--- src/rtl/mips_isa_pkg.sv ---
package mips_isa_pkg;

    typedef logic [31:0] word_t;
    typedef logic [4:0]  reg_idx_t;
    typedef logic [5:0]  opcode_t;
    typedef logic [5:0]  funct_t;
    typedef logic [3:0]  alu_op_t;
    typedef logic [15:0] imm16_t;
    typedef logic [5:0]  mem_addr_t;

    localparam int NUM_REGS   = 32;
    localparam int DMEM_WORDS = 64;

    // Opcode field.
    localparam opcode_t OP_RTYPE = 6'h00;
    localparam opcode_t OP_ADDI  = 6'h08;
    localparam opcode_t OP_SLTI  = 6'h0a;
    localparam opcode_t OP_ANDI  = 6'h0c;
    localparam opcode_t OP_ORI   = 6'h0d;
    localparam opcode_t OP_XORI  = 6'h0e;
    localparam opcode_t OP_LUI   = 6'h0f;
    localparam opcode_t OP_LW    = 6'h23;
    localparam opcode_t OP_SW    = 6'h2b;
    localparam opcode_t OP_HALT  = 6'h3f;

    // Function field of R-type instructions.
    localparam funct_t FN_SLLV = 6'h04;
    localparam funct_t FN_SRLV = 6'h06;
    localparam funct_t FN_ADDU = 6'h21;
    localparam funct_t FN_SUBU = 6'h23;
    localparam funct_t FN_AND  = 6'h24;
    localparam funct_t FN_OR   = 6'h25;
    localparam funct_t FN_XOR  = 6'h26;
    localparam funct_t FN_NOR  = 6'h27;
    localparam funct_t FN_SLT  = 6'h2a;

    // ALU operations, kept contiguous from zero.
    localparam alu_op_t ALU_ADD = 4'd0;
    localparam alu_op_t ALU_SUB = 4'd1;
    localparam alu_op_t ALU_AND = 4'd2;
    localparam alu_op_t ALU_OR  = 4'd3;
    localparam alu_op_t ALU_XOR = 4'd4;
    localparam alu_op_t ALU_NOR = 4'd5;
    localparam alu_op_t ALU_SLT = 4'd6;
    localparam alu_op_t ALU_SLL = 4'd7;
    localparam alu_op_t ALU_SRL = 4'd8;
    localparam alu_op_t ALU_LUI = 4'd9;

endpackage

--- src/rtl/mips_pipe_pkg.sv ---
package mips_pipe_pkg;

    // Operand source in the execute stage.
    typedef logic [1:0] fwd_sel_t;

    localparam fwd_sel_t FWD_NONE = 2'd0;
    localparam fwd_sel_t FWD_MEM  = 2'd1;
    localparam fwd_sel_t FWD_WB   = 2'd2;

    //////////////////////////////
    // Stage bundles.
    //////////////////////////////

    typedef struct packed {
        logic                   valid;
        logic                   reg_write;
        logic                   mem_read;
        logic                   mem_write;
        logic                   mem_to_reg;
        logic                   alu_src;
        logic                   halt;
        mips_isa_pkg::alu_op_t  alu_op;
        mips_isa_pkg::reg_idx_t rs;
        mips_isa_pkg::reg_idx_t rt;
        mips_isa_pkg::reg_idx_t rd;
        mips_isa_pkg::word_t    rs_data;
        mips_isa_pkg::word_t    rt_data;
        mips_isa_pkg::word_t    imm;
        logic                   dest_is_rd;
    } id_ex_t;

    typedef struct packed {
        logic                   valid;
        logic                   reg_write;
        logic                   mem_read;
        logic                   mem_write;
        logic                   mem_to_reg;
        logic                   halt;
        mips_isa_pkg::word_t    result;
        mips_isa_pkg::word_t    store_data;
        mips_isa_pkg::reg_idx_t dest;
    } ex_mem_t;

    typedef struct packed {
        logic                   valid;
        logic                   reg_write;
        logic                   halt;
        mips_isa_pkg::word_t    wb_data;
        mips_isa_pkg::reg_idx_t dest;
    } mem_wb_t;

endpackage

--- src/rtl/register_file.sv ---
`timescale 1ns/1ns

module register_file (
    input  logic                   i_clock,
    input  logic                   i_soft_reset,
    input  logic                   i_enable_pipeline,
    input  mips_isa_pkg::reg_idx_t i_rs,
    input  mips_isa_pkg::reg_idx_t i_rt,
    input  mips_pipe_pkg::mem_wb_t i_mem_wb,
    output mips_isa_pkg::word_t    o_rs_data,
    output mips_isa_pkg::word_t    o_rt_data
);

    mips_isa_pkg::word_t regs [mips_isa_pkg::NUM_REGS];
    logic                wr_en;

    assign wr_en = i_mem_wb.valid && i_mem_wb.reg_write && (i_mem_wb.dest != '0);

    always_ff @(posedge i_clock) begin
        if (!i_soft_reset) begin
            for (int i = 0; i < mips_isa_pkg::NUM_REGS; i++) begin
                regs[i] <= '0;
            end
        end else if (i_enable_pipeline && wr_en) begin
            regs[i_mem_wb.dest] <= i_mem_wb.wb_data;
        end
    end

    // Write-through, so decode sees a value in the cycle it is written.
    assign o_rs_data = (i_rs == '0) ? '0 :
                       (wr_en && (i_rs == i_mem_wb.dest)) ? i_mem_wb.wb_data : regs[i_rs];
    assign o_rt_data = (i_rt == '0) ? '0 :
                       (wr_en && (i_rt == i_mem_wb.dest)) ? i_mem_wb.wb_data : regs[i_rt];

endmodule

--- config.mk ---
export PLATFORM = sky130hd
export DESIGN_NAME = register_file
export DESIGN_NICKNAME = d
export VERILOG_FILES = /design/src/rtl/mips_isa_pkg.sv /design/src/rtl/mips_pipe_pkg.sv /design/src/rtl/register_file.sv
export SDC_FILE = /design/constraint.sdc
export NUM_CORES = 2
export LEC_CHECK = 0
export BUFFER_PORTS_ARGS = -buffer_cell sky130_fd_sc_hd__clkbuf_2
export CAP_MARGIN = 15
export CORE_UTILIZATION = 47
export CTS_CLUSTER_DIAMETER = 100
export DETAILED_ROUTE_END_ITERATION = 6
export PLACE_DENSITY_LB_ADDON = 0.12
export REMOVE_ABC_BUFFERS = 1
export SLEW_MARGIN = 20
export SYNTH_ARGS = -nofsm -noshare
export SYNTH_HDL_FRONTEND = slang
export SYNTH_SLANG_ARGS = --single-unit
--- constraint.sdc ---
create_clock -name i_clock -period 14.73 [get_ports i_clock]
set_clock_uncertainty 0.1 [all_clocks]
set_input_delay 2.946 -clock i_clock [delete_from_list [all_inputs] [get_ports i_clock]]
set_output_delay 2.946 -clock i_clock [all_outputs]
set_load 0.01 [all_outputs]
### Word level (Yosys, flattened, before mapping)

Memory sizes are Yosys's and may differ from the RTL's.
Cells that the tools add are included.

| cells by class | value |
|---|---|
| reductions and logical operators | 9 |
| shift-type cells | 0 |
| multiply operators | 0 |
| bitwise operators | 0 |
| $add $sub $neg | 0 |
| equal/unequal tests | 2 |
| divide/modulo/power cells | 0 |
| muxes and demuxes | 11 |
| magnitude comparators | 0 |

Operator list:

| cell | count |
|---|---|
| $mux 32 | 5 |
| $reduce_or 32->1 | 1 |
| $eq 5x5->1 | 2 |
| $logic_not 5->1 | 2 |
| $logic_and 1x1->1 | 5 |
| $mux 1 | 5 |
| $mux 5 | 1 |
| $reduce_bool 5->1 | 1 |

| word-level totals | value |
|---|---|
| bits in registers | 0 |
| RAM bits | 1,024 |
| word-level logic and storage cells | 23 |
| output and inout port bits | 64 |
| ROM bits | 0 |
| memories | 1 |
| latch bits | 0 |

Memories:

| name | depth | bits a word | rd ports | clocked after memory_dff | wr ports | line | source |
|---|---|---|---|---|---|---|---|
| regs | 32 | 32 | 2 | 0 | 32 | register_file.sv:14 | `mips_isa_pkg::word_t regs [mips_isa_pkg::NUM_REGS];` |

### Depth between registers and ports, before layout

| logic depth | value |
|---|---|
| depth after elaboration | 8 |
| gate-level depth with buffers | 9 |

### Worst setup path before layout

OpenSTA, ideal clock, no wires.

| timing path | value |
|---|---|
| path type | input -> output |
| start point | input port i_mem_wb[2] in the netlist's numbering |
| end point | output port o_rs_data[12] |
| path slack | 7.048 ns |
| buffers on the path | 3 |
| stages | 7 |
| arrival time | 4.636 ns |
| path through | buf_2 > or3_1 > o311a_1 > and3_1 > buf_2 > buf_2 > a211oi_1 |

| on the way | value |
|---|---|
| cells in the longest elaborated chain, start to end | 5 |
| elaborated cells between the ends (all ways) | 6 |

Ends and longest elaborated chain:

| what | line | source |
|---|---|---|
| start, declared | register_file.sv:9 | `input mips_pipe_pkg::mem_wb_t i_mem_wb,` |
| $reduce_bool 5->1 | register_file.sv:17 | `assign wr_en = i_mem_wb.valid && i_mem_wb.reg_write && (i_mem_wb.dest != '0);` |
| $logic_and 1x1->1 | register_file.sv:17 |  |
| $logic_and 1x1->1 * | register_file.sv:31 | `(wr_en && (i_rs == i_mem_wb.dest)) ? i_mem_wb.wb_data : regs[i_rs];` |
| $mux 32 * | register_file.sv:31 |  |
| $mux 32 * | register_file.sv:30 | `assign o_rs_data = (i_rs == '0) ? '0 :` |
| end, declared | register_file.sv:10 | `output mips_isa_pkg::word_t o_rs_data,` |

Every way passes the cells marked *; elsewhere a longest branch is shown, timed or not.

### Final worst setup path

| timing path | value |
|---|---|
| start point | input port i_rt[0] |
| end point | output port o_rt_data[27] |

| on the way | value |
|---|---|
| cells in the longest elaborated chain, start to end | 4 |
| elaborated cells between the ends (all ways) | 6 |

Ends and longest elaborated chain:

| what | line | source |
|---|---|---|
| start, declared | register_file.sv:8 | `input mips_isa_pkg::reg_idx_t i_rt,` |
| parallel branches: the longest is 3 deep, another holds $mem_v2 32x32 | n/a |  |
| $mux 32 * | register_file.sv:32 | `assign o_rt_data = (i_rt == '0) ? '0 :` |
| end, declared | register_file.sv:11 | `output mips_isa_pkg::word_t o_rt_data` |

Mark *: on every way between the ends.

==> results_dict.tcl <==
set metrics [dict create \
    port_buffers 115 \
    pwr-share-comb_pct 12.7 \
    clkPwrFrac_pct 40.1 \
    period_needed_ns 9.700 \
    p_int_mw 5.386 \
    synth_adder_area_share_pct 0 \
    grt_overflow_total 0 \
    synthCells 4135 \
    async_flop_share_pct 0 \
    initial_core_util_pct 47.37 \
    synth_largest_area_cell "edfxtp_1" \
    synth_area_leaders "edfxtp_1, mux4_2, nor3_1, mux2i_1, clkbuf_1" \
    area_growth_pct 9.906 \
    worstMarginPinSlew_ns 1.210 \
    finalSetupViolCount 0 \
    cts_root_buffer "clkbuf_16" \
    nets 4026 \
    syn_avg_cell_area_um2 13.31 \
    ys_types 67 \
    maxSlewViolCount 0 \
    synth_most_common_cell "edfxtp_1" \
    leakage_nw 19.52 \
    worstSetupStartpointType "input pin" \
    synth_top_family_by_area "multiplexers" \
    hpwlAfterDp_um 104600 \
    violations "DRC" \
    cts_setup_buffers 0 \
    layout-drive-gt1-share_pct 20.70 \
    ctsHtreeMaxLevel 3 \
    cp.arrival_ns 6.65 \
    antenna_found_initial 2 \
    synthMuxAreaShare_pct 21.05 \
    ys_warn_count 0 \
    grt_max_degree 137 \
    grt_pass1_vias 39080 \
    wl_um 197800 \
    drc 2 \
    synth_area_mm2 0.05504 \
    core_area_mm2 0.1162 \
    regMostFlops "regs" \
    vias 39810 \
    finalSetupTns_ns 0 \
    rows 125 \
    fin_area_mm2 0.06050 \
    synth_flop_cell "edfxtp_1" \
    synth_top_area_share_pct 55.86 \
    cp-end-kind "output pin" \
    clk_pin_slew_ns 0.06 \
    first_pass_iters 7 \
    cap_violations 0 \
    top_regs "regs (1024)" \
    cts_tree "built" \
    grt_first_pass_wirelength_um 281500 \
    n_antenna_cell 0 \
    synth_seq_cells 1024 \
    placed_area_mm2 0.05674 \
    synth_xor_xnor_area_share_pct 0.1591 \
    dieArea_mm2 0.1185 \
    synth_compound_area_share_pct 6.394 \
    ys_seq_area_share_pct 55.86 \
    crit_fanout 44 \
    wl_per_cell_um 35.34 \
    peakVddDrop_uv 90.67 \
    dieWidth_um 344.2 \
    ys_top_cells_by_count "edfxtp_1, nor3_1, clkbuf_1, mux4_2, mux2i_1" \
    rsz0062_at_grt "no" \
    p_sw_mw 1.890 \
    synthSimpleGateAreaFrac_pct 11.80 \
    cts.sinks 1024 \
    pin_count 117 \
    cts_resized 0 \
    fmax_mhz 103.1 \
    grt_usage_pct 33.27 \
    slew_headroom_pct 19.01 \
    die_y_um 344.2 \
    largest_reg_flops 1024 \
    synth_edf_count 1024 \
    vias_per_cell 7.113 \
    hold_buffers 0 \
    max-clock-path-buffers 3 \
    crit_required_ns 11.68 \
    place.gp.congestion 0.8405 \
    pwr-share-seq_pct 47.2 \
    outcome "finished, violations left" \
    cts_buffers 114 \
    worst-setup-path-type "input pin to output pin" \
    powerDensity_mw_per_mm2 120.3 \
    drtAntennaViolNets 0 \
    drtIter0Drc 5218 \
    hold_viol 0 \
    period_share_pct 65.85 \
    swShare_pct 25.97 \
    hold_path.class "input pin to flop" \
]
-- kinds of logic after synthesis --
logic type | count (synthesis)
compound gates | 480
xor+xnor | 10
buf+inv | 584
flops | 1024
mux | 701
other cells | 1
simple gates | 1335
-- worst max-delay path, cell delays in order --
cell,delay [ns]
buf_8,0.39
buf_4,0.76
buf_4,0.75
mux4_2,0.35
nand2_1,0.06
nand2_1,0.14
o22ai_1,0.08
o32ai_1,0.74
clkbuf_2,0.26
-- metal layers --
layer / wire (µm) / up-vias / global-route usage, %
met2: 91270 / 2430 / 51.90
met1: 77710 / 20710 / 46.24
li1: - / 16210 / -
met4: 8381 / 4 / 13.49
met3: 20410 / 458 / 6.030
met5: 27 / - / 0
-- final timing paths --
| kind | startpoint | to | slack [ns] | cells after the start |
|---|---|---|---|---|
| max | i_rt[0] | o_rt_data[27] | 5.03 | 9 |
| min | i_mem_wb[26] | regs[15][21]$_SDFFCE_PN0P_ | 2.81 | 4 |
-- layout by cell type, fill, tap and decap left out, types with 13 or more instances in the layout --
master / n
o21ai_0: 15
o221ai_1: 39
bufinv_16: 13
buf_4: 116
o22ai_1: 80
clkbuf_1: 21
mux2i_1: 329
edfxtp_1: 1024
a21oi_1: 60
mux4_2: 363
nor3_1: 997
nand3_1: 22
o32ai_1: 33
clkbuf_16: 119
nand2_1: 220
nor2_1: 21
a21o_1: 34
inv_1: 29
a211o_1: 34
o21ai_4: 31
a221oi_1: 45
clkinv_2: 28
conb_1: 32
clkbuf_2: 106
a211oi_1: 26
clkinv_1: 33
-- power groups by stage --
stage / Clock [mW] / Sequential (mW) / Combinational (mW)
final: 2.92 / 3.43 / 0.925
after global routing: 3.03 / 3.45 / 0.963
after CTS: 2.93 / 3.43 / 0.914
after detailed placement: 0 / 3.49 / 0.912
after global placement: 0 / 3.48 / 0.908
after floorplan: 0 / 3.47 / 0.495
-- cell type report --
type	instances	area, µm²
clock buffers	140	3057
clock inverters	76	695.7
fillers	9898	55710
inverters	37	140.1
multi-input cells	2558	22280
flip-flops and latches	1024	30750
well taps	1524	1907
repair buffers	238	1672
-- stage by stage --
stage          cells  hold WS, ns  utilization (%)  setup WS, ns  total power, mW
6_report        5597        2.808            52.06         5.030            7.276
5_1_grt         5597        2.839            52.06         4.892            7.444
4_1_cts         5597        2.781            52.06         5.056            7.273
3_5_place_dp    5381        3.528            48.83         5.063            4.402
3_3_place_gp    5380        3.516            48.80         5.050            4.391
2_1_floorplan   3619        3.491                -        0.9036            3.966
No activity file was read; power rests on OpenSTA's default activity.
