[src/rtl/mips_isa_pkg.sv]
package mips_isa_pkg;

    typedef logic [31:0] word_t;
    typedef logic [4:0]  reg_idx_t;
    typedef logic [5:0]  opcode_t;
    typedef logic [5:0]  funct_t;
    typedef logic [3:0]  alu_op_t;
    typedef logic [15:0] imm16_t;
    typedef logic [5:0]  mem_addr_t;

    localparam int NUM_REGS   = 32;
    localparam int DMEM_WORDS = 64;

    // Opcode field.
    localparam opcode_t OP_RTYPE = 6'h00;
    localparam opcode_t OP_ADDI  = 6'h08;
    localparam opcode_t OP_SLTI  = 6'h0a;
    localparam opcode_t OP_ANDI  = 6'h0c;
    localparam opcode_t OP_ORI   = 6'h0d;
    localparam opcode_t OP_XORI  = 6'h0e;
    localparam opcode_t OP_LUI   = 6'h0f;
    localparam opcode_t OP_LW    = 6'h23;
    localparam opcode_t OP_SW    = 6'h2b;
    localparam opcode_t OP_HALT  = 6'h3f;

    // Function field of R-type instructions.
    localparam funct_t FN_SLLV = 6'h04;
    localparam funct_t FN_SRLV = 6'h06;
    localparam funct_t FN_ADDU = 6'h21;
    localparam funct_t FN_SUBU = 6'h23;
    localparam funct_t FN_AND  = 6'h24;
    localparam funct_t FN_OR   = 6'h25;
    localparam funct_t FN_XOR  = 6'h26;
    localparam funct_t FN_NOR  = 6'h27;
    localparam funct_t FN_SLT  = 6'h2a;

    // ALU operations, kept contiguous from zero.
    localparam alu_op_t ALU_ADD = 4'd0;
    localparam alu_op_t ALU_SUB = 4'd1;
    localparam alu_op_t ALU_AND = 4'd2;
    localparam alu_op_t ALU_OR  = 4'd3;
    localparam alu_op_t ALU_XOR = 4'd4;
    localparam alu_op_t ALU_NOR = 4'd5;
    localparam alu_op_t ALU_SLT = 4'd6;
    localparam alu_op_t ALU_SLL = 4'd7;
    localparam alu_op_t ALU_SRL = 4'd8;
    localparam alu_op_t ALU_LUI = 4'd9;

endpackage

[src/rtl/mips_pipe_pkg.sv]
package mips_pipe_pkg;

    // Operand source in the execute stage.
    typedef logic [1:0] fwd_sel_t;

    localparam fwd_sel_t FWD_NONE = 2'd0;
    localparam fwd_sel_t FWD_MEM  = 2'd1;
    localparam fwd_sel_t FWD_WB   = 2'd2;

    //////////////////////////////
    // Stage bundles.
    //////////////////////////////

    typedef struct packed {
        logic                   valid;
        logic                   reg_write;
        logic                   mem_read;
        logic                   mem_write;
        logic                   mem_to_reg;
        logic                   alu_src;
        logic                   halt;
        mips_isa_pkg::alu_op_t  alu_op;
        mips_isa_pkg::reg_idx_t rs;
        mips_isa_pkg::reg_idx_t rt;
        mips_isa_pkg::reg_idx_t rd;
        mips_isa_pkg::word_t    rs_data;
        mips_isa_pkg::word_t    rt_data;
        mips_isa_pkg::word_t    imm;
        logic                   dest_is_rd;
    } id_ex_t;

    typedef struct packed {
        logic                   valid;
        logic                   reg_write;
        logic                   mem_read;
        logic                   mem_write;
        logic                   mem_to_reg;
        logic                   halt;
        mips_isa_pkg::word_t    result;
        mips_isa_pkg::word_t    store_data;
        mips_isa_pkg::reg_idx_t dest;
    } ex_mem_t;

    typedef struct packed {
        logic                   valid;
        logic                   reg_write;
        logic                   halt;
        mips_isa_pkg::word_t    wb_data;
        mips_isa_pkg::reg_idx_t dest;
    } mem_wb_t;

endpackage

[src/rtl/instr_decode.sv]
`timescale 1ns/1ns

module instr_decode (
    input  logic                   i_clock,
    input  logic                   i_soft_reset,
    input  logic                   i_enable_pipeline,
    input  logic                   i_instr_valid,
    input  mips_isa_pkg::word_t    i_instr,
    input  mips_isa_pkg::word_t    i_rs_data,
    input  mips_isa_pkg::word_t    i_rt_data,
    output mips_isa_pkg::reg_idx_t o_rs,
    output mips_isa_pkg::reg_idx_t o_rt,
    output mips_pipe_pkg::id_ex_t  o_id_ex
);

    mips_isa_pkg::opcode_t  opcode;
    mips_isa_pkg::funct_t   funct;
    mips_isa_pkg::reg_idx_t rd;
    mips_isa_pkg::imm16_t   imm16;
    logic                   sign_ext;
    logic                   legal;
    mips_pipe_pkg::id_ex_t  id_ex_next;

    assign opcode = i_instr[31:26];
    assign o_rs   = i_instr[25:21];
    assign o_rt   = i_instr[20:16];
    assign rd     = i_instr[15:11];
    assign funct  = i_instr[5:0];
    assign imm16  = i_instr[15:0];

    // Arithmetic and memory immediates are signed, logical ones are not.
    assign sign_ext = opcode inside {mips_isa_pkg::OP_ADDI, mips_isa_pkg::OP_SLTI,
                                     mips_isa_pkg::OP_LW, mips_isa_pkg::OP_SW};

    always_comb begin
        id_ex_next           = '0;
        id_ex_next.rs        = o_rs;
        id_ex_next.rt        = o_rt;
        id_ex_next.rd        = rd;
        id_ex_next.rs_data   = i_rs_data;
        id_ex_next.rt_data   = i_rt_data;
        id_ex_next.imm       = {{16{sign_ext & imm16[15]}}, imm16};
        id_ex_next.alu_src   = (opcode != mips_isa_pkg::OP_RTYPE);
        id_ex_next.reg_write = !(opcode inside {mips_isa_pkg::OP_SW, mips_isa_pkg::OP_HALT});
        legal                = 1'b1;
        case (opcode)
            mips_isa_pkg::OP_RTYPE: begin
                id_ex_next.dest_is_rd = 1'b1;
                case (funct)
                    mips_isa_pkg::FN_ADDU: id_ex_next.alu_op = mips_isa_pkg::ALU_ADD;
                    mips_isa_pkg::FN_SUBU: id_ex_next.alu_op = mips_isa_pkg::ALU_SUB;
                    mips_isa_pkg::FN_AND:  id_ex_next.alu_op = mips_isa_pkg::ALU_AND;
                    mips_isa_pkg::FN_OR:   id_ex_next.alu_op = mips_isa_pkg::ALU_OR;
                    mips_isa_pkg::FN_XOR:  id_ex_next.alu_op = mips_isa_pkg::ALU_XOR;
                    mips_isa_pkg::FN_NOR:  id_ex_next.alu_op = mips_isa_pkg::ALU_NOR;
                    mips_isa_pkg::FN_SLT:  id_ex_next.alu_op = mips_isa_pkg::ALU_SLT;
                    mips_isa_pkg::FN_SLLV: id_ex_next.alu_op = mips_isa_pkg::ALU_SLL;
                    mips_isa_pkg::FN_SRLV: id_ex_next.alu_op = mips_isa_pkg::ALU_SRL;
                    default:               legal = 1'b0;
                endcase
            end
            mips_isa_pkg::OP_ADDI: id_ex_next.alu_op = mips_isa_pkg::ALU_ADD;
            mips_isa_pkg::OP_SLTI: id_ex_next.alu_op = mips_isa_pkg::ALU_SLT;
            mips_isa_pkg::OP_ANDI: id_ex_next.alu_op = mips_isa_pkg::ALU_AND;
            mips_isa_pkg::OP_ORI:  id_ex_next.alu_op = mips_isa_pkg::ALU_OR;
            mips_isa_pkg::OP_XORI: id_ex_next.alu_op = mips_isa_pkg::ALU_XOR;
            mips_isa_pkg::OP_LUI:  id_ex_next.alu_op = mips_isa_pkg::ALU_LUI;
            mips_isa_pkg::OP_LW: begin
                id_ex_next.mem_read   = 1'b1;
                id_ex_next.mem_to_reg = 1'b1;
            end
            mips_isa_pkg::OP_SW:   id_ex_next.mem_write = 1'b1;
            mips_isa_pkg::OP_HALT: id_ex_next.halt = 1'b1;
            default:               legal = 1'b0;
        endcase
        // A write to register 0 is turned into a no-op.
        if ((id_ex_next.dest_is_rd ? rd : o_rt) == '0) begin
            id_ex_next.reg_write = 1'b0;
        end
        id_ex_next.valid = i_instr_valid && legal;
        if (!id_ex_next.valid) begin
            id_ex_next.reg_write = 1'b0;
            id_ex_next.mem_read  = 1'b0;
            id_ex_next.mem_write = 1'b0;
            id_ex_next.halt      = 1'b0;
        end
    end

    always_ff @(posedge i_clock) begin
        if (!i_soft_reset) begin
            o_id_ex <= '0;
        end else if (i_enable_pipeline) begin
            o_id_ex <= id_ex_next;
        end
    end

    // The instruction source only issues supported encodings.
    a_known_opcode: assert property (@(posedge i_clock) disable iff (!i_soft_reset)
        (i_instr_valid && i_enable_pipeline) |-> legal);

endmodule

[config.mk]
export PLATFORM = sky130hd
export DESIGN_NAME = instr_decode
export DESIGN_NICKNAME = d
export VERILOG_FILES = /design/src/rtl/mips_isa_pkg.sv /design/src/rtl/mips_pipe_pkg.sv /design/src/rtl/instr_decode.sv
export SDC_FILE = /design/constraint.sdc
export NUM_CORES = 1
export LEC_CHECK = 0
export BUFFER_PORTS_ARGS = -buffer_cell sky130_fd_sc_hd__buf_2
export CAP_MARGIN = 20
export CORE_MARGIN = 10
export CORE_UTILIZATION = 45
export CTS_BUF_LIST = sky130_fd_sc_hd__clkbuf_16
export CTS_CLUSTER_DIAMETER = 40
export DETAILED_ROUTE_END_ITERATION = 6
export PLACE_DENSITY = 0.84
export REMOVE_ABC_BUFFERS = 1
export SYNTH_ARGS = -nofsm -noshare
export SYNTH_HDL_FRONTEND = slang
export SYNTH_SLANG_ARGS = --single-unit
[constraint.sdc]
create_clock -name i_clock -period 2.45 [get_ports i_clock]
set_input_delay 0.245 -clock i_clock [delete_from_list [all_inputs] [get_ports i_clock]]
set_output_delay 0.245 -clock i_clock [all_outputs]
set_load 0.02 [all_outputs]
# Word level (Yosys, flattened, before mapping)
# Index checks and enable logic that the tools add are counted.
[word_totals] reg_bits=108 input_bits=100 word_cells=55
[classes] n_eq_ne=18 muxes=12 n_bitwise=1 n_reduce_logical=9
[ops] cell="equality test 6 bit, second input constant" n=10
[ops] cell="equality test 6 x 4 -> 1 bit, second input constant" n=6
[ops] cell="case mux 4 bit (8 select lines)" n=1
[ops] cell="case mux 4 bit (6 select lines)" n=1
[ops] cell="OR reduction 9 bit" n=2
[ops] cell="equality test 6 x 3 -> 1 bit, second input constant" n=2
[ops] cell="2-to-1 mux 1 bit" n=7
[ops] cell="logical NOT 6 bit" n=1
[ops] cell="nonzero test 6 bit" n=1
[ops] cell="logical NOT 5 bit" n=1
[ops] cell="2-to-1 mux 5 bit" n=1
[ops] cell="nonzero test 4 bit" n=1
[ops] cell="2-to-1 mux 3 bit" n=1
[ops] cell="case mux 1 bit (2 select lines)" n=1
[ops] cell="nonzero test 2 bit" n=1
[ops] cell="AND 1 bit" n=1
[ops] cell="logical AND 1 bit" n=1
[ops] cell="logical NOT 1 bit" n=1

# Longest topological paths before layout
[logic_depth] word_depth=6 mapped_depth=6 ltp_nobuf=5

# Worst setup path after synthesis
# Ideal clock, no wire load.
[synth_timing] path_kind="input to register" startpoint="input port i_instr[28]" endpoint="register o_id_ex[119] (netlist bit)" setup_time_ns=0.101 arrival_time_ns=1.762 slack_ns=0.587 stages=6 cell_sequence="buf_6 -> or4_4 -> or3_4 -> nor2_4 -> a41oi_2 -> o41ai_1"
[synth_between] elab_chain_len=5 elab_cells_between_ends=15 cone_classes="9 x eq/ne; 3 x mux; 3 x reduce/logical"
[synth_rtl] element="from (decl)" line_no="instr_decode.sv:8" rtl="input mips_isa_pkg::word_t i_instr,"
[synth_rtl] element="equality test 6 x 4 -> 1 bit or equality test 6 bit (tied branches)" line_no="instr_decode.sv:46" rtl="case (opcode)"
[synth_rtl] element="OR reduction 9 bit (no source line)"
[synth_rtl] element="case mux 1 bit (2 select lines)" line_no="instr_decode.sv:46"
[synth_rtl] element="logical AND 1 bit" line_no="instr_decode.sv:80" rtl="id_ex_next.valid = i_instr_valid && legal;"
[synth_rtl] element="2-to-1 mux 3 bit (*)" line_no="instr_decode.sv:81" rtl="if (!id_ex_next.valid) begin"
[synth_rtl] element="to (signal assigned)" line_no="instr_decode.sv:93" rtl="o_id_ex <= id_ex_next;"
[synth_rtl] element="to (decl)" line_no="instr_decode.sv:13" rtl="output mips_pipe_pkg::id_ex_t o_id_ex"
# Mark *: on every way between the ends. The rest lies on a longest branch, timed or not.
# A chain may end at the register's enable or synchronous reset.

# Final worst setup path
[layout_timing] startpoint="input port i_instr[26]" endpoint="register o_id_ex[119] (netlist bit)"
# The elaborated chain is that of the path after synthesis.

==> metrics.txt <==
total wire length between 10000 and 15000 um; storage element area 2060 um2; crit path time final 1.72 ns; worst hold path stage count 3; final setup fails 0; RD Place Congestion just over 0.9; diode count 0; vias in the first global route between 3000 and 4000; # nets final about 720; Placement Cell Area around 5400 um2; Non-Filler Cell Area, Final between 5000 and 6000 um2; Critical Path AT about 2.0 ns; MaxCap Viol Count 0; cell area after synthesis between 4000 and 5000 um2; Yosys Warn Count 0; Setup Fix Bufs, Post-CTS 0; CTS max path bufs 2; TritonCTS buffer count 9; ys async rst share 0; Synth Instances between 400 and 500; final non-filler cell total 757; largest area contributor in the synthesized netlist dfxtp_1; routing usage on met2 0.285; fill count roughly 850; ys flop type dfxtp_1; largest family of logic cells by synthesized area multiplexers; RSZ-0062 raised after global routing false; Pwr Density approximately 670 nW/um2; Post-Synth Adder-Cell Area 0; DR vias/cell around 4.8; hold_sp i_rt_data[28]; CTS root buffer clkbuf_16; fmax about 0.58 GHz; VDD IR-drop max 0.494 mV; P&R area growth vs syn 30.0%; CORE AREA about 9700 um2; grt total ovfl 0; Synth area leaders dfxtp_1 (47%), mux2i_1 (21%), nor2b_1 (13%), buf_4 (5.1%), o21ai_0 (1.4%); Die Ht 119 um; Largest regs o_id_ex x103; CP max FO 6; Final Max Tran Viols 0; post-route clock period utilization 0.703; clk_lat worst skew about 0.33 ns; Startpoint Class input pin; leak pwr between 2 and 3 nW; #FFs+latches synth ~100; Yosys cell types 40; met1 Track Usage GR 0.163; post-CTS resize count 0; average wire per standard cell between 15 and 20 um; Die W between 100 and 150 um; Most Used Layer, Global Route met2; register with the most flip-flops o_id_ex; Clock Sinks about 100; CP required ~2.7 ns; post-route ant nets 0; Slew @ Worst Pin between 0.4 and 0.5 ns; status finished, final reports clean; hold_buf cts 0; initial antenna violation count 0; M3 GR Usage 0.0671; element type at the critical path end flop; Synth Area per Inst between 10 and 15 um2; initial drt markers ~180; CTS tree built; Placed Cells approximately 740; Yosys top cell area share 0.467; Hold EP o_id_ex[61]$_SDFFE_PN0P_; register area share after synthesis 0.467; Post-synth EDFFs 0; Starting Density 0.456; Slew Limit Headroom 0.715; worst reg2reg path depth 3; Largest register FFs a little over 100; H-tree depth 3; # rows 36; post-synthesis mux area share 0.209; Simple-Gate Fraction of Synth Area 0.189; hpwl dp slightly below 10000 um; Port Buf Inserts 232; DR vias ~3600; r2r setup slk 1.51 ns; largest net degree at the start of global routing 55; r2r endpoint o_id_ex[17]$_SDFFE_PN0P_; global-route wire length before repair 19000 um; # IOs around 230; Compound-Gate Fraction of Synth Area 0.0516; die area about 14000 um2; Worst Setup SP i_instr[26]; final hold vios 0; XOR/XNOR share of the synthesized area 0; Multi-input gate area approximately 2000 um2; Clock transition at path regs around 0.070 ns; Setup CP Type input pin to flop; share of post-route cells with drive strength above 1 0.417; clk_skew 0 ns; drt pass-1 iters 4; DRC 0; total track usage 0.160; most common cell in the netlist dfxtp_1; list of most frequent post-synthesis cells dfxtp_1 (103), nor2b_1 (94), mux2i_1 (92); reg-to-reg startpoint o_id_ex[17]$_SDFFE_PN0P_; Min-Delay Path Class input pin to flop
## where the power goes
part | switching (mW) | leakage (nW) | internal [mW]
registers | 0.0456 | 0.849 | 1.77
clock network | 0.612 | 0.142 | 0.794
logic | 0.354 | 1.94 | 0.259
## critical path, cell delays in order
cell,delay [ns]
buf_2,0.13
or4_4,0.55
or3_4,0.38
nor2_4,0.12
a41oi_2,0.18
o41ai_1,0.35
## kinds of logic after synthesis
kind of cell,Yosys count
AOI/OAI and AO/OA,36
buffers and inverters,59
DFF,103
muxes,92
and+or+nand+nor,136
## metrics by stage
step | hold WS [ns] | setup TNS (ns) | total power [mW] | setup WS, ns | util
after global placement | 0.460 | 0 | 2.45 | 0.450 | 0.562
after CTS | 0.152 | 0 | 3.88 | 0.744 | 0.593
after detailed placement | 0.463 | 0 | 2.47 | 0.398 | 0.562
after floorplan | 0.334 | -2.58 | 2.15 | -0.390 | -
after global routing | 0.167 | 0 | 4.01 | 0.635 | 0.593
final | 0.169 | 0 | 3.83 | 0.727 | 0.593
## metal layers
layer,vias to the layer above,part of all wire
met5,-,0
met4,0,0.016
met3,14,0.099
met2,152,0.52
met1,1672,0.37
li1,1798,-
## area by class of cell
cell class                      count  share of cell area
Inverter                            4             0.00262
Timing Repair Buffer              237               0.212
Clock inverter                      7              0.0126
Clock buffer                        9              0.0392
Tap cell                          133              0.0290
Multi-Input combinational cell    264               0.346
Sequential cell                   103               0.359
## layout by cell type (no fill, tap or decap), types with 3 or more instances in the layout
| cell | synthesis | final |
|---|---|---|
| nor3_1 | 5 | 5 |
| clkbuf_16 | 0 | 9 |
| buf_4 | 30 | 5 |
| o21ai_0 | 12 | 12 |
| dfxtp_1 | 103 | 103 |
| nor2b_1 | 94 | 94 |
| nand2_1 | 11 | 11 |
| buf_2 | 0 | 231 |
| a21oi_1 | 10 | 10 |
| inv_1 | 4 | 4 |
| mux2i_1 | 92 | 92 |
| or4_1 | 3 | 3 |
| nor2_1 | 6 | 6 |
| nand3b_1 | 5 | 5 |
## worst max-delay path by stage
stage	end	slack, ns	depth (start not counted)
floorplan	o_id_ex[17]$_SDFFE_PN0P_	-0.39	3
global placement	o_id_ex[116]$_SDFFE_PN0P_	0.45	6
detailed placement	o_id_ex[121]$_SDFFE_PN0P_	0.40	6
CTS	o_id_ex[119]$_SDFFE_PN0P_	0.74	6
global route	o_id_ex[119]$_SDFFE_PN0P_	0.64	6
finish	o_id_ex[119]$_SDFFE_PN0P_	0.73	6
Note: power is estimated with default switching activity, not from simulation.
