### config.mk
export PLATFORM = sky130hd
export DESIGN_NAME = forwarding_unit
export DESIGN_NICKNAME = d
export VERILOG_FILES = /design/src/rtl/mips_isa_pkg.sv /design/src/rtl/mips_pipe_pkg.sv /design/src/rtl/forwarding_unit.sv
export SDC_FILE = /design/constraint.sdc
export NUM_CORES = 1
export LEC_CHECK = 0
export BUFFER_PORTS_ARGS = -buffer_cell sky130_fd_sc_hd__buf_2
export CORE_AREA = 2 2 93 95
export DETAILED_ROUTE_END_ITERATION = 6
export DIE_AREA = 0 0 95 97
export PLACE_DENSITY = 0.48
export SKIP_LAST_GASP = 1
export SLEW_MARGIN = 15
export SYNTH_ARGS = -nofsm -noshare
export SYNTH_HDL_FRONTEND = slang
export SYNTH_SLANG_ARGS = --single-unit
### constraint.sdc
create_clock -name vclk -period 1.35
set_input_delay 0 -clock vclk [all_inputs]
set_output_delay 0 -clock vclk [all_outputs]
set_load 0.005 [all_outputs]
### src/rtl/mips_isa_pkg.sv
package mips_isa_pkg;

    typedef logic [31:0] word_t;
    typedef logic [4:0]  reg_idx_t;
    typedef logic [5:0]  opcode_t;
    typedef logic [5:0]  funct_t;
    typedef logic [3:0]  alu_op_t;
    typedef logic [15:0] imm16_t;
    typedef logic [5:0]  mem_addr_t;

    localparam int NUM_REGS   = 32;
    localparam int DMEM_WORDS = 64;

    // Opcode field.
    localparam opcode_t OP_RTYPE = 6'h00;
    localparam opcode_t OP_ADDI  = 6'h08;
    localparam opcode_t OP_SLTI  = 6'h0a;
    localparam opcode_t OP_ANDI  = 6'h0c;
    localparam opcode_t OP_ORI   = 6'h0d;
    localparam opcode_t OP_XORI  = 6'h0e;
    localparam opcode_t OP_LUI   = 6'h0f;
    localparam opcode_t OP_LW    = 6'h23;
    localparam opcode_t OP_SW    = 6'h2b;
    localparam opcode_t OP_HALT  = 6'h3f;

    // Function field of R-type instructions.
    localparam funct_t FN_SLLV = 6'h04;
    localparam funct_t FN_SRLV = 6'h06;
    localparam funct_t FN_ADDU = 6'h21;
    localparam funct_t FN_SUBU = 6'h23;
    localparam funct_t FN_AND  = 6'h24;
    localparam funct_t FN_OR   = 6'h25;
    localparam funct_t FN_XOR  = 6'h26;
    localparam funct_t FN_NOR  = 6'h27;
    localparam funct_t FN_SLT  = 6'h2a;

    // ALU operations, kept contiguous from zero.
    localparam alu_op_t ALU_ADD = 4'd0;
    localparam alu_op_t ALU_SUB = 4'd1;
    localparam alu_op_t ALU_AND = 4'd2;
    localparam alu_op_t ALU_OR  = 4'd3;
    localparam alu_op_t ALU_XOR = 4'd4;
    localparam alu_op_t ALU_NOR = 4'd5;
    localparam alu_op_t ALU_SLT = 4'd6;
    localparam alu_op_t ALU_SLL = 4'd7;
    localparam alu_op_t ALU_SRL = 4'd8;
    localparam alu_op_t ALU_LUI = 4'd9;

endpackage

### src/rtl/mips_pipe_pkg.sv
package mips_pipe_pkg;

    // Operand source in the execute stage.
    typedef logic [1:0] fwd_sel_t;

    localparam fwd_sel_t FWD_NONE = 2'd0;
    localparam fwd_sel_t FWD_MEM  = 2'd1;
    localparam fwd_sel_t FWD_WB   = 2'd2;

    //////////////////////////////
    // Stage bundles.
    //////////////////////////////

    typedef struct packed {
        logic                   valid;
        logic                   reg_write;
        logic                   mem_read;
        logic                   mem_write;
        logic                   mem_to_reg;
        logic                   alu_src;
        logic                   halt;
        mips_isa_pkg::alu_op_t  alu_op;
        mips_isa_pkg::reg_idx_t rs;
        mips_isa_pkg::reg_idx_t rt;
        mips_isa_pkg::reg_idx_t rd;
        mips_isa_pkg::word_t    rs_data;
        mips_isa_pkg::word_t    rt_data;
        mips_isa_pkg::word_t    imm;
        logic                   dest_is_rd;
    } id_ex_t;

    typedef struct packed {
        logic                   valid;
        logic                   reg_write;
        logic                   mem_read;
        logic                   mem_write;
        logic                   mem_to_reg;
        logic                   halt;
        mips_isa_pkg::word_t    result;
        mips_isa_pkg::word_t    store_data;
        mips_isa_pkg::reg_idx_t dest;
    } ex_mem_t;

    typedef struct packed {
        logic                   valid;
        logic                   reg_write;
        logic                   halt;
        mips_isa_pkg::word_t    wb_data;
        mips_isa_pkg::reg_idx_t dest;
    } mem_wb_t;

endpackage

### src/rtl/forwarding_unit.sv
`timescale 1ns/1ns

module forwarding_unit (
    input  mips_pipe_pkg::id_ex_t    i_id_ex,
    input  mips_pipe_pkg::ex_mem_t   i_ex_mem,
    input  mips_pipe_pkg::mem_wb_t   i_mem_wb,
    output mips_pipe_pkg::fwd_sel_t  o_fwd_a,
    output mips_pipe_pkg::fwd_sel_t  o_fwd_b
);

    logic mem_fwd_ok;
    logic wb_fwd_ok;

    assign mem_fwd_ok = i_ex_mem.valid && i_ex_mem.reg_write && (i_ex_mem.dest != '0);
    assign wb_fwd_ok  = i_mem_wb.valid && i_mem_wb.reg_write && (i_mem_wb.dest != '0);

    // The younger producer in EX/MEM wins over MEM/WB.
    function automatic mips_pipe_pkg::fwd_sel_t select_src(
        input mips_isa_pkg::reg_idx_t src
    );
        if (mem_fwd_ok && (src == i_ex_mem.dest)) begin
            return mips_pipe_pkg::FWD_MEM;
        end else if (wb_fwd_ok && (src == i_mem_wb.dest)) begin
            return mips_pipe_pkg::FWD_WB;
        end
        return mips_pipe_pkg::FWD_NONE;
    endfunction

    always_comb begin
        o_fwd_a = select_src(i_id_ex.rs);
        o_fwd_b = select_src(i_id_ex.rt);
    end

endmodule

==> Word-level counts from Yosys, hierarchy flattened <==
Index checks and enable logic that the tools add are counted.
{ "totals": {"elab_cells": 24, "regBits": 0, "output_inout_bits": 4} }
{ "classes": {"mux": 10, "eq_ne": 4, "n_reduce_logical": 10} }
{ "op_table": {"columns": ["cell", "count"], "rows": [
  ["equality test 5 bit", 4],
  ["2-to-1 mux 2 bit", 6],
  ["nonzero test 5 bit", 2],
  ["logical AND 1 bit", 8],
  ["2-to-1 mux 1 bit", 4]
]} }

==> Longest topological paths before layout <==
Gate-level depths: netlist (run 1).
{ "depth": {"word_depth": 6, "depth_mapped": 4, "depth_no_buf": 4} }

==> Worst setup path before layout (run 1) <==
OpenSTA, ideal clock, no wires.
{ "synth_path": {"kind": "in2out", "startpoint": "input port i_ex_mem[3] in the netlist's numbering", "endpoint": "output port o_fwd_a[1]", "path_slack_ns": 0.350, "t_arrival_ns": 1.000, "path_buffers": 0, "stages": 4, "path_cell_list": "or4_1 o211ai_2 nor4_1 nor3_1"} }
{ "synth_via": {"elab_chain_cells": 5, "elab_cells_between_ends": 7, "classes_between": "1 x eq/ne; 3 x mux; 3 x reduce/logical"} }
{ "synth_rtl": {"columns": ["item", "line", "rtl"], "rows": [
  ["from (decl)", "forwarding_unit.sv:5", "input mips_pipe_pkg::ex_mem_t i_ex_mem,"],
  ["nonzero test 5 bit", "forwarding_unit.sv:14", "assign mem_fwd_ok = i_ex_mem.valid && i_ex_mem.reg_write && (i_ex_mem.dest != '0);"],
  ["logical AND 1 bit", "forwarding_unit.sv:14", null],
  ["logical AND 1 bit *", "forwarding_unit.sv:21", "if (mem_fwd_ok && (src == i_ex_mem.dest)) begin"],
  ["2-to-1 mux 2 bit or 2-to-1 mux 1 bit (tied branches)", "forwarding_unit.sv:21", null],
  ["2-to-1 mux 2 bit *", "forwarding_unit.sv:26", "return mips_pipe_pkg::FWD_NONE;"],
  ["to (decl)", "forwarding_unit.sv:7", "output mips_pipe_pkg::fwd_sel_t o_fwd_a,"]
]} }
Mark *: on every way between the ends. The rest lies on a longest branch, timed or not.

==> Worst setup path after layout (run 1) <==
{ "layout_path": {"startpoint": "input port i_ex_mem[3] in the netlist's numbering", "endpoint": "output port o_fwd_b[1]"} }
{ "layout_via": {"elab_chain_cells": 5, "elab_cells_between_ends": 7, "classes_between": "1 x eq/ne; 3 x mux; 3 x reduce/logical"} }
{ "layout_rtl": {"columns": ["item", "line", "rtl"], "rows": [
  ["nonzero test 5 bit", "forwarding_unit.sv:14", null],
  ["logical AND 1 bit", "forwarding_unit.sv:14", null],
  ["logical AND 1 bit *", "forwarding_unit.sv:21", null],
  ["2-to-1 mux 2 bit or 2-to-1 mux 1 bit (tied branches)", "forwarding_unit.sv:21", null],
  ["2-to-1 mux 2 bit *", "forwarding_unit.sv:26", null],
  ["to (decl)", "forwarding_unit.sv:8", "output mips_pipe_pkg::fwd_sel_t o_fwd_b"]
]} }
Marks and branches as above.

==> results of run 1 <==
report_power, final:
group	switching [mW]	total [mW]	internal [mW]
Combinational	0.0618	0.131	0.0697
Clock	0	0	0
Sequential	0	0	0
Total	0.0618	0.131	0.0697
cells in the final DEF, fill, tap and decap left out:
| cell | instances |
|---|---|
| nand3_1 | 4 |
| buf_4 | 5 |
| or4_1 | 2 |
| o211ai_2 | 1 |
| xnor2_1 | 10 |
| buf_2 | 28 |
| nor4_1 | 2 |
| xor2_1 | 10 |
| nor3_1 | 4 |
| o211ai_1 | 1 |
cell type report:
| type | instances | area (um^2) | area share [%] |
|---|---|---|---|
| Tap cell | 105 | 131 | 23.0 |
| Timing Repair Buffer | 33 | 178 | 31.1 |
| Multi-Input combinational cell | 34 | 263 | 46.0 |
critical path: cells and delay by family:
family / cells / cell delay (ns)
AOI/OAI and AO/OA: 1 / 0.17
buffers and inverters: 2 / 0.26
and+or+nand+nor: 3 / 0.85
metrics by stage:
| step | worst slack (ns) | std cells | utilization (%) | hold WS [ns] | power [mW] |
|---|---|---|---|---|---|
| 6_report | 0.0718 | 172 | 7.03 | 0.380 | 0.131 |
| 5_1_grt | 0.00685 | 172 | 7.03 | 0.406 | 0.148 |
| 4_1_cts | 0.0353 | 172 | 7.03 | 0.391 | 0.135 |
| 3_5_place_dp | 0.0353 | 172 | 7.03 | 0.391 | 0.134 |
| 3_3_place_gp | 0.0216 | 172 | 7.03 | 0.392 | 0.135 |
| 2_1_floorplan | 0.350 | 34 | - | 0.107 | 0.0561 |
kinds of logic (layout without fill, tap and decap cells):
| logic type | count (synthesis) | after routing | synth area share [%] |
|---|---|---|---|
| compound gates | 2 | 2 | 7.62 |
| xor+xnor | 20 | 20 | 66.7 |
| buf+inv | 0 | 33 | 0 |
| simple gates | 12 | 12 | 25.7 |
path summary, 6_finish.rpt:
check | slack [ns] | endpoint | cells past startpoint
setup / recovery | 0.07 | o_fwd_b[1] | 6
hold / removal | 0.38 | o_fwd_a[1] | 4
routing by layer:
metal	GRT usage, %	part of all wire (%)
met4	0	0
met3	1.40	9.2
met5	0	0
met2	6.16	52
met1	3.91	39
==> flow_metrics.py, run 1 <==
metrics = {
    "routing": {
        "wirelength_mm": 1.57,
        "post_drt_wl_per_cell_um": 9.13,
        "drtPass1Iterations": 2,
        "drc": 0,
        "vias": 368,
        "avgViaCountPerCell": 2.14,
        "first_iter_violations": 8,
        "drtAntennaViolNets": 0,
    },
    "yosys": {
        "synth_top_cell_by_area": "xnor2_1",
        "yosysWarnings": 0,
        "yosysSeqAreaShare_pct": 0,
        "syn_area_um2": 263,
        "syn_nets": 272,
        "syn_area_per_cell_um2": 7.73,
        "synth_top_area_share_pct": 33.3,
        "synth_common_cells": "10 x xnor2_1, 10 x xor2_1, 4 x nand3_1, 4 x nor3_1",
        "ys_top_cells_by_area": "xnor2_1 33%, xor2_1 33%, nand3_1 7.6%, nor3_1 7.6%, or4_1 5.7%",
        "syn_inst": 34,
        "synth.distinct_cells": 8,
    },
    "flow_run": {
        "drv_cap": 0,
    },
    "timing": {
        "finalSetupViolCount": 0,
        "fmax_ghz": 0.782,
        "tightest_slew_ns": 0.369,
        "hold_violations": 0,
        "drv_slew": 0,
        "maxSlewHeadroom_pct": 75.2,
        "setup_tns_ns": 0,
        "min_period_over_period_pct": 94.7,
        "period_needed_ns": 1.28,
        "rsz0062_at_grt": "false",
    },
    "worst_setup_path": {
        "cp_slowest_cell": "or4_1",
        "start_kind": "primary input",
        "crit_required_ns": 1.35,
        "worstSetupPathType": "primary input to output port",
        "cp.arrival_ns": 1.28,
        "worstSetupEndpointType": "output port",
        "max_stage_delay_ns": 0.55,
        "crit_top_cell": "buf_2",
        "setup.worst_path.start": "i_ex_mem[3]",
        "crit_chain": "buf_2, or4_1, o211ai_2, nor4_1, nor3_1, buf_2",
        "worstPathMaxFanout": 2,
    },
    "floorplan": {
        "num_rows": 33,
        "die_w_um": 95,
        "initial_core_util_pct": 3.23,
        "core_um2": 8130,
        "die_h_um": 97,
        "die_area_um2": 9220,
        "io_pins": 242,
    },
    "final_layout": {
        "final_area_um2": 572,
        "nets": 307,
        "diodes": 0,
        "nClkBuffers": 0,
        "num-fill-cells": 958,
        "drive_gt1_share_pct": 50.7,
        "flops_and_latches": 0,
        "seq_area_um2": 0,
        "syn2layout_area_growth_pct": 118,
    },
    "global_route": {
        "grt_max_degree": 4,
        "grt_pass1_wl_mm": 2.37,
        "antenna_found_initial": 0,
        "grt_pass1_vias": 460,
        "overflow": 0,
        "track_usage_pct": 3.39,
    },
    "power": {
        "vdd_drop_max_v": 0.0000330,
        "power.density_nw_per_um2": 230,
        "leakage_nw": 0.219,
    },
    "min_path": {
        "min_path_type": "primary input to output port",
        "min_from": "i_mem_wb[39]",
    },
    "clocking": {
        "post_cts_buffers": 0,
        "cts_hold_buffers": 0,
        "postCtsResizedCells": 0,
    },
    "placed_design": {
        "gp_congestion": 0.695,
        "portBuffers": 28,
        "dpl-instance-area_um2": 572,
    },
    "status": {
        "outcome": "completed",
    },
}
Note: power is estimated with default switching activity, not from simulation.
==> run 2, diff against run 1 <==
CELL_PAD_IN_SITES_DETAIL_PLACEMENT = 1   (was unset)
CELL_PAD_IN_SITES_GLOBAL_PLACEMENT = 1   (was unset)
PLACE_DENSITY = 0.95   (was 0.48)
SETUP_SLACK_MARGIN = 0.2   (was unset)
==> run 2 against run 1 <==
Compared with the run above:
- non-clock buffer count unchanged
- cell area increased by 9.2%
- sequential share of layout area unchanged
- combinational power increased by 12%
- final cell count unchanged
- fmax increased by 2.3%
- setup slack improved by 0.028 ns
- flip-flop and latch count unchanged
- utilization increased by 0.65 points
- clock-buffer cell count unchanged
- first-iteration DRC count decreased by 38%
==> flow_metrics.py, run 2 (synthesized netlist as in run 1, its figures left out) <==
metrics = {
    "routing": {
        "first_iter_violations": 5,
        "post_drt_wl_per_cell_um": 10.1,
        "drtAntennaViolNets": 0,
        "drc": 0,
        "wirelength_mm": 1.74,
        "vias": 383,
        "drtPass1Iterations": 2,
        "avgViaCountPerCell": 2.23,
    },
    "worst_setup_path": {
        "worstSetupEndpointType": "output port",
        "start_kind": "primary input",
        "crit_required_ns": 1.35,
        "worstPathMaxFanout": 2,
        "worstSetupPathType": "primary input to output port",
        "cp.arrival_ns": 1.25,
    },
    "timing": {
        "maxSlewHeadroom_pct": 78.7,
        "min_period_over_period_pct": 92.6,
        "tightest_slew_ns": 0.317,
        "hold_violations": 0,
        "fmax_ghz": 0.800,
        "setup_slack_ns": 0.100,
        "period_needed_ns": 1.25,
        "setup_tns_ns": 0,
        "drv_slew": 0,
        "rsz0062_at_grt": "true",
        "finalSetupViolCount": 0,
        "hold_slack_ns": 0.405,
    },
    "final_layout": {
        "final_area_um2": 624,
        "num-fill-cells": 963,
        "syn2layout_area_growth_pct": 138,
        "mostFrequentLayoutCells": "25 x buf_2, 10 x xnor2_1, 10 x xor2_1, 5 x buf_4",
        "nets": 307,
        "seq_area_um2": 0,
        "diodes": 0,
        "drive_gt1_share_pct": 55.2,
        "final_common_cell": "buf_2",
        "flops_and_latches": 0,
        "nClkBuffers": 0,
    },
    "global_route": {
        "grt_pass1_vias": 473,
        "overflow": 0,
        "track_usage_pct": 3.81,
        "grt_max_degree": 4,
        "antenna_found_initial": 2,
        "grt_pass1_wl_mm": 2.64,
    },
    "floorplan": {
        "core_um2": 8130,
        "io_pins": 242,
        "die_h_um": 97,
        "die_area_um2": 9220,
        "initial_core_util_pct": 3.23,
        "num_rows": 33,
        "die_w_um": 95,
    },
    "power": {
        "leakage_nw": 0.230,
        "vdd_drop_max_v": 0.0000215,
        "power.density_nw_per_um2": 235,
    },
    "min_path": {
        "min_from": "i_mem_wb[39]",
        "min_path_type": "primary input to output port",
        "worstHoldEndpoint": "o_fwd_a[1]",
        "min_path_cells": 4,
    },
    "placed_design": {
        "dpl_worst_slack_ns": -0.000857,
        "dpl-instance-area_um2": 572,
        "gp_congestion": 0.756,
        "hpwl_mm": 1.67,
        "portBuffers": 28,
    },
    "status": {
        "outcome": "completed",
    },
    "clocking": {
        "post_cts_buffers": 0,
        "cts_hold_buffers": 0,
    },
    "flow_run": {
        "drv_cap": 0,
    },
}
-- run 2: cell counts in the layout (fill, tap and decap cells not counted) --
Identical to the previous run, type by type.
-- run 2: timing repair --
item	4_1_cts	5_1_grt
gates resized for setup	7	1
cloned	0	0
endpoints found under the hold margin	0	0
setup endpoints to repair	4	4
pin swaps	5	1
-- run 2: per-layer routing --
metal / track usage, % / part of all wire [%] / up-vias
li1: - / - / 189
met2: 8.18 / 61 / 13
met5: 0 / 0.92 / -
met3: 2.02 / 11 / 2
met1: 3.02 / 27 / 177
met4: 0 / 0 / 2
-- run 2: area by class of cell --
| type | instances | area (um^2) | share of cell area (%) |
|---|---|---|---|
| multi-input combinational | 34 | 297 | 47.5 |
| timing repair buffer | 33 | 196 | 31.5 |
| tap | 105 | 131 | 21.0 |
-- run 2: through the flow --
| step | util [%] | cells | power [mW] |
|---|---|---|---|
| after global routing | 7.68 | 172 | 0.162 |
| after CTS | 7.60 | 172 | 0.148 |
| after floorplan | - | 34 | 0.0561 |
| after global placement | 7.03 | 172 | 0.126 |
| final | 7.68 | 172 | 0.147 |
| after detailed placement | 7.03 | 172 | 0.132 |
-- run 2: power by group --
| group | internal (mW) | switching (mW) |
|---|---|---|
| clock | 0 | 0 |
| sequential | 0 | 0 |
| combinational | 0.0763 | 0.0703 |
| total | 0.0763 | 0.0703 |
-- run 2: worst max path at each step --
stage	endpoint	slack, ns	from
after floorplan	o_fwd_a[1]	0.35	i_ex_mem[3]
after global placement	o_fwd_b[1]	0.06	i_ex_mem[3]
after detailed placement	o_fwd_b[1]	-0.0009	i_ex_mem[3]
after CTS	o_fwd_b[1]	0.04	i_ex_mem[0]
after global routing	o_fwd_a[1]	0.04	i_ex_mem[0]
final	o_fwd_a[1]	0.1	i_ex_mem[0]
-- run 2: critical path: stages --
cell,delay [ns]
buf_6,0.09
or4_4,0.54
o211ai_4,0.22
nor4_2,0.10
nor3_1,0.14
buf_2,0.15
==> run 3, diff against run 2 <==
SETUP_SLACK_MARGIN = unset   (was 0.2)
==> run 3 against run 2 <==
Compared with the run above:
- fmax shrank 1.7%
- utilization shrank 0.65 points
- flip-flop and latch count is the same
==> flow_metrics.py, run 3 (synthesized netlist as in run 1, its figures left out) <==
metrics = {
    "status": {
        "outcome": "completed",
    },
    "timing": {
        "period_needed_ns": 1.27,
        "tightest_slew_ns": 0.510,
        "hold_violations": 0,
        "rsz0062_at_grt": "true",
        "hold_slack_ns": 0.405,
        "drv_slew": 0,
        "setup_slack_ns": 0.0786,
        "fmax_ghz": 0.787,
        "maxSlewHeadroom_pct": 65.7,
        "min_period_over_period_pct": 94.2,
        "finalSetupViolCount": 0,
    },
    "worst_setup_path": {
        "cp_top_family": "simple AND/OR/NAND/NOR gates",
        "cp.arrival_ns": 1.27,
        "crit_required_ns": 1.35,
        "worstPathMaxFanout": 2,
        "crit_chain": "buf_2, buf_4, xnor2_1, nand3_1, nor4_1, buf_4, buf_2",
        "cp_slowest_cell": "nor4_1",
        "start_kind": "primary input",
        "worstSetupEndpointType": "output port",
        "cp.buffers_inverters": 4,
        "max_stage_delay_ns": 0.48,
        "worstSetupPathType": "primary input to output port",
    },
    "floorplan": {
        "die_area_um2": 9220,
        "die_h_um": 97,
        "core_um2": 8130,
        "die_w_um": 95,
        "num_rows": 33,
        "io_pins": 242,
        "initial_core_util_pct": 3.23,
    },
    "routing": {
        "wirelength_mm": 1.73,
        "post_drt_wl_per_cell_um": 10.0,
        "drtAntennaViolNets": 0,
        "drtPass1Iterations": 2,
        "first_iter_violations": 2,
        "avgViaCountPerCell": 2.16,
        "drc": 0,
        "vias": 372,
    },
    "power": {
        "p_int_mw": 0.0698,
        "power_mw": 0.130,
        "switching_power_mw": 0.0603,
        "swShare_pct": 46.3,
        "vdd_drop_max_v": 0.0000206,
        "pwr-share-seq_pct": 0,
        "power.density_nw_per_um2": 227,
        "clock_power_share_pct": 0,
        "pwr-share-comb_pct": 100.0,
        "leakage_nw": 0.218,
    },
    "global_route": {
        "track_usage_pct": 3.74,
        "overflow": 0,
        "grt_pass1_wl_mm": 2.59,
        "antenna_found_initial": 2,
        "grt_pass1_vias": 469,
        "grt_max_degree": 4,
    },
    "min_path": {
        "min_path_type": "primary input to output port",
        "worstHoldEndpoint": "o_fwd_a[1]",
        "min_path_cells": 4,
        "min_from": "i_mem_wb[39]",
    },
    "final_layout": {
        "nClkBuffers": 0,
        "seq_area_um2": 0,
        "mostFrequentLayoutCells": "28 x buf_2, 10 x xnor2_1, 10 x xor2_1, 5 x buf_4",
        "nets": 307,
        "drive_gt1_share_pct": 50.7,
        "diodes": 0,
        "flops_and_latches": 0,
        "fin_cells": 172,
        "syn2layout_area_growth_pct": 118,
        "final_common_cell": "buf_2",
    },
    "clocking": {
        "cts_hold_buffers": 0,
        "postCtsResizedCells": 0,
    },
    "placed_design": {
        "hpwl_mm": 1.67,
        "dpl_worst_slack_ns": -0.000857,
        "dp_cells": 172,
        "portBuffers": 28,
        "gp_congestion": 0.756,
    },
    "flow_run": {
        "drv_cap": 0,
    },
}
-- run 3: worst max path at each step --
stage                     start         end  slack, ns  cells past startpoint
floorplan           i_ex_mem[3]  o_fwd_a[1]       0.35                      4
global placement    i_ex_mem[3]  o_fwd_b[1]       0.06                      6
detailed placement  i_ex_mem[3]  o_fwd_b[1]    -0.0009                      6
CTS                 i_ex_mem[0]  o_fwd_b[0]       0.03                      7
global route        i_ex_mem[0]  o_fwd_b[0]      -0.02                      7
finish              i_ex_mem[0]  o_fwd_b[0]       0.08                      7
-- run 3: cell type report --
| class | count | area (um^2) |
|---|---|---|
| Fill cell | 965 | 7560 |
| Multi-Input combinational cell | 34 | 263 |
| Tap cell | 105 | 131 |
| Timing Repair Buffer | 33 | 178 |
-- run 3: metrics by stage --
step	cell area, um^2	utilization [%]	setup TNS, ns
3_3_place_gp	572	7.03	0
6_report	572	7.03	0
5_1_grt	572	7.03	-0.0213
3_5_place_dp	572	7.03	-0.000857
2_1_floorplan	263	-	0
4_1_cts	572	7.03	0
-- run 3: per-layer routing --
layer,track usage [%],share of wire [%],vias up
met5,0,0.93,-
li1,-,-,188
met3,2.10,11,2
met1,2.87,27,169
met2,8.07,61,11
met4,0,0,2
-- run 3: power by group through the flow --
stage | combinational [mW] | clock (mW) | sequential, mW
3_3_place_gp | 0.126 | 0 | 0
3_5_place_dp | 0.132 | 0 | 0
2_1_floorplan | 0.0561 | 0 | 0
6_report | 0.130 | 0 | 0
4_1_cts | 0.133 | 0 | 0
5_1_grt | 0.145 | 0 | 0
-- run 3: repair_timing --
item / 4_1_cts / 5_1_grt
cloned: 0 / 0
setup endpoints to repair: 1 / 2
pin swaps: 1 / 1
setup buffers: 0 / 0
-- run 3: tightest hold or removal path: cells and delay by family --
family                 cells  cell delay [ns]
and+or+nand+nor            1             0.07
buffers and inverters      2             0.23
AOI/OAI and AO/OA          1             0.11
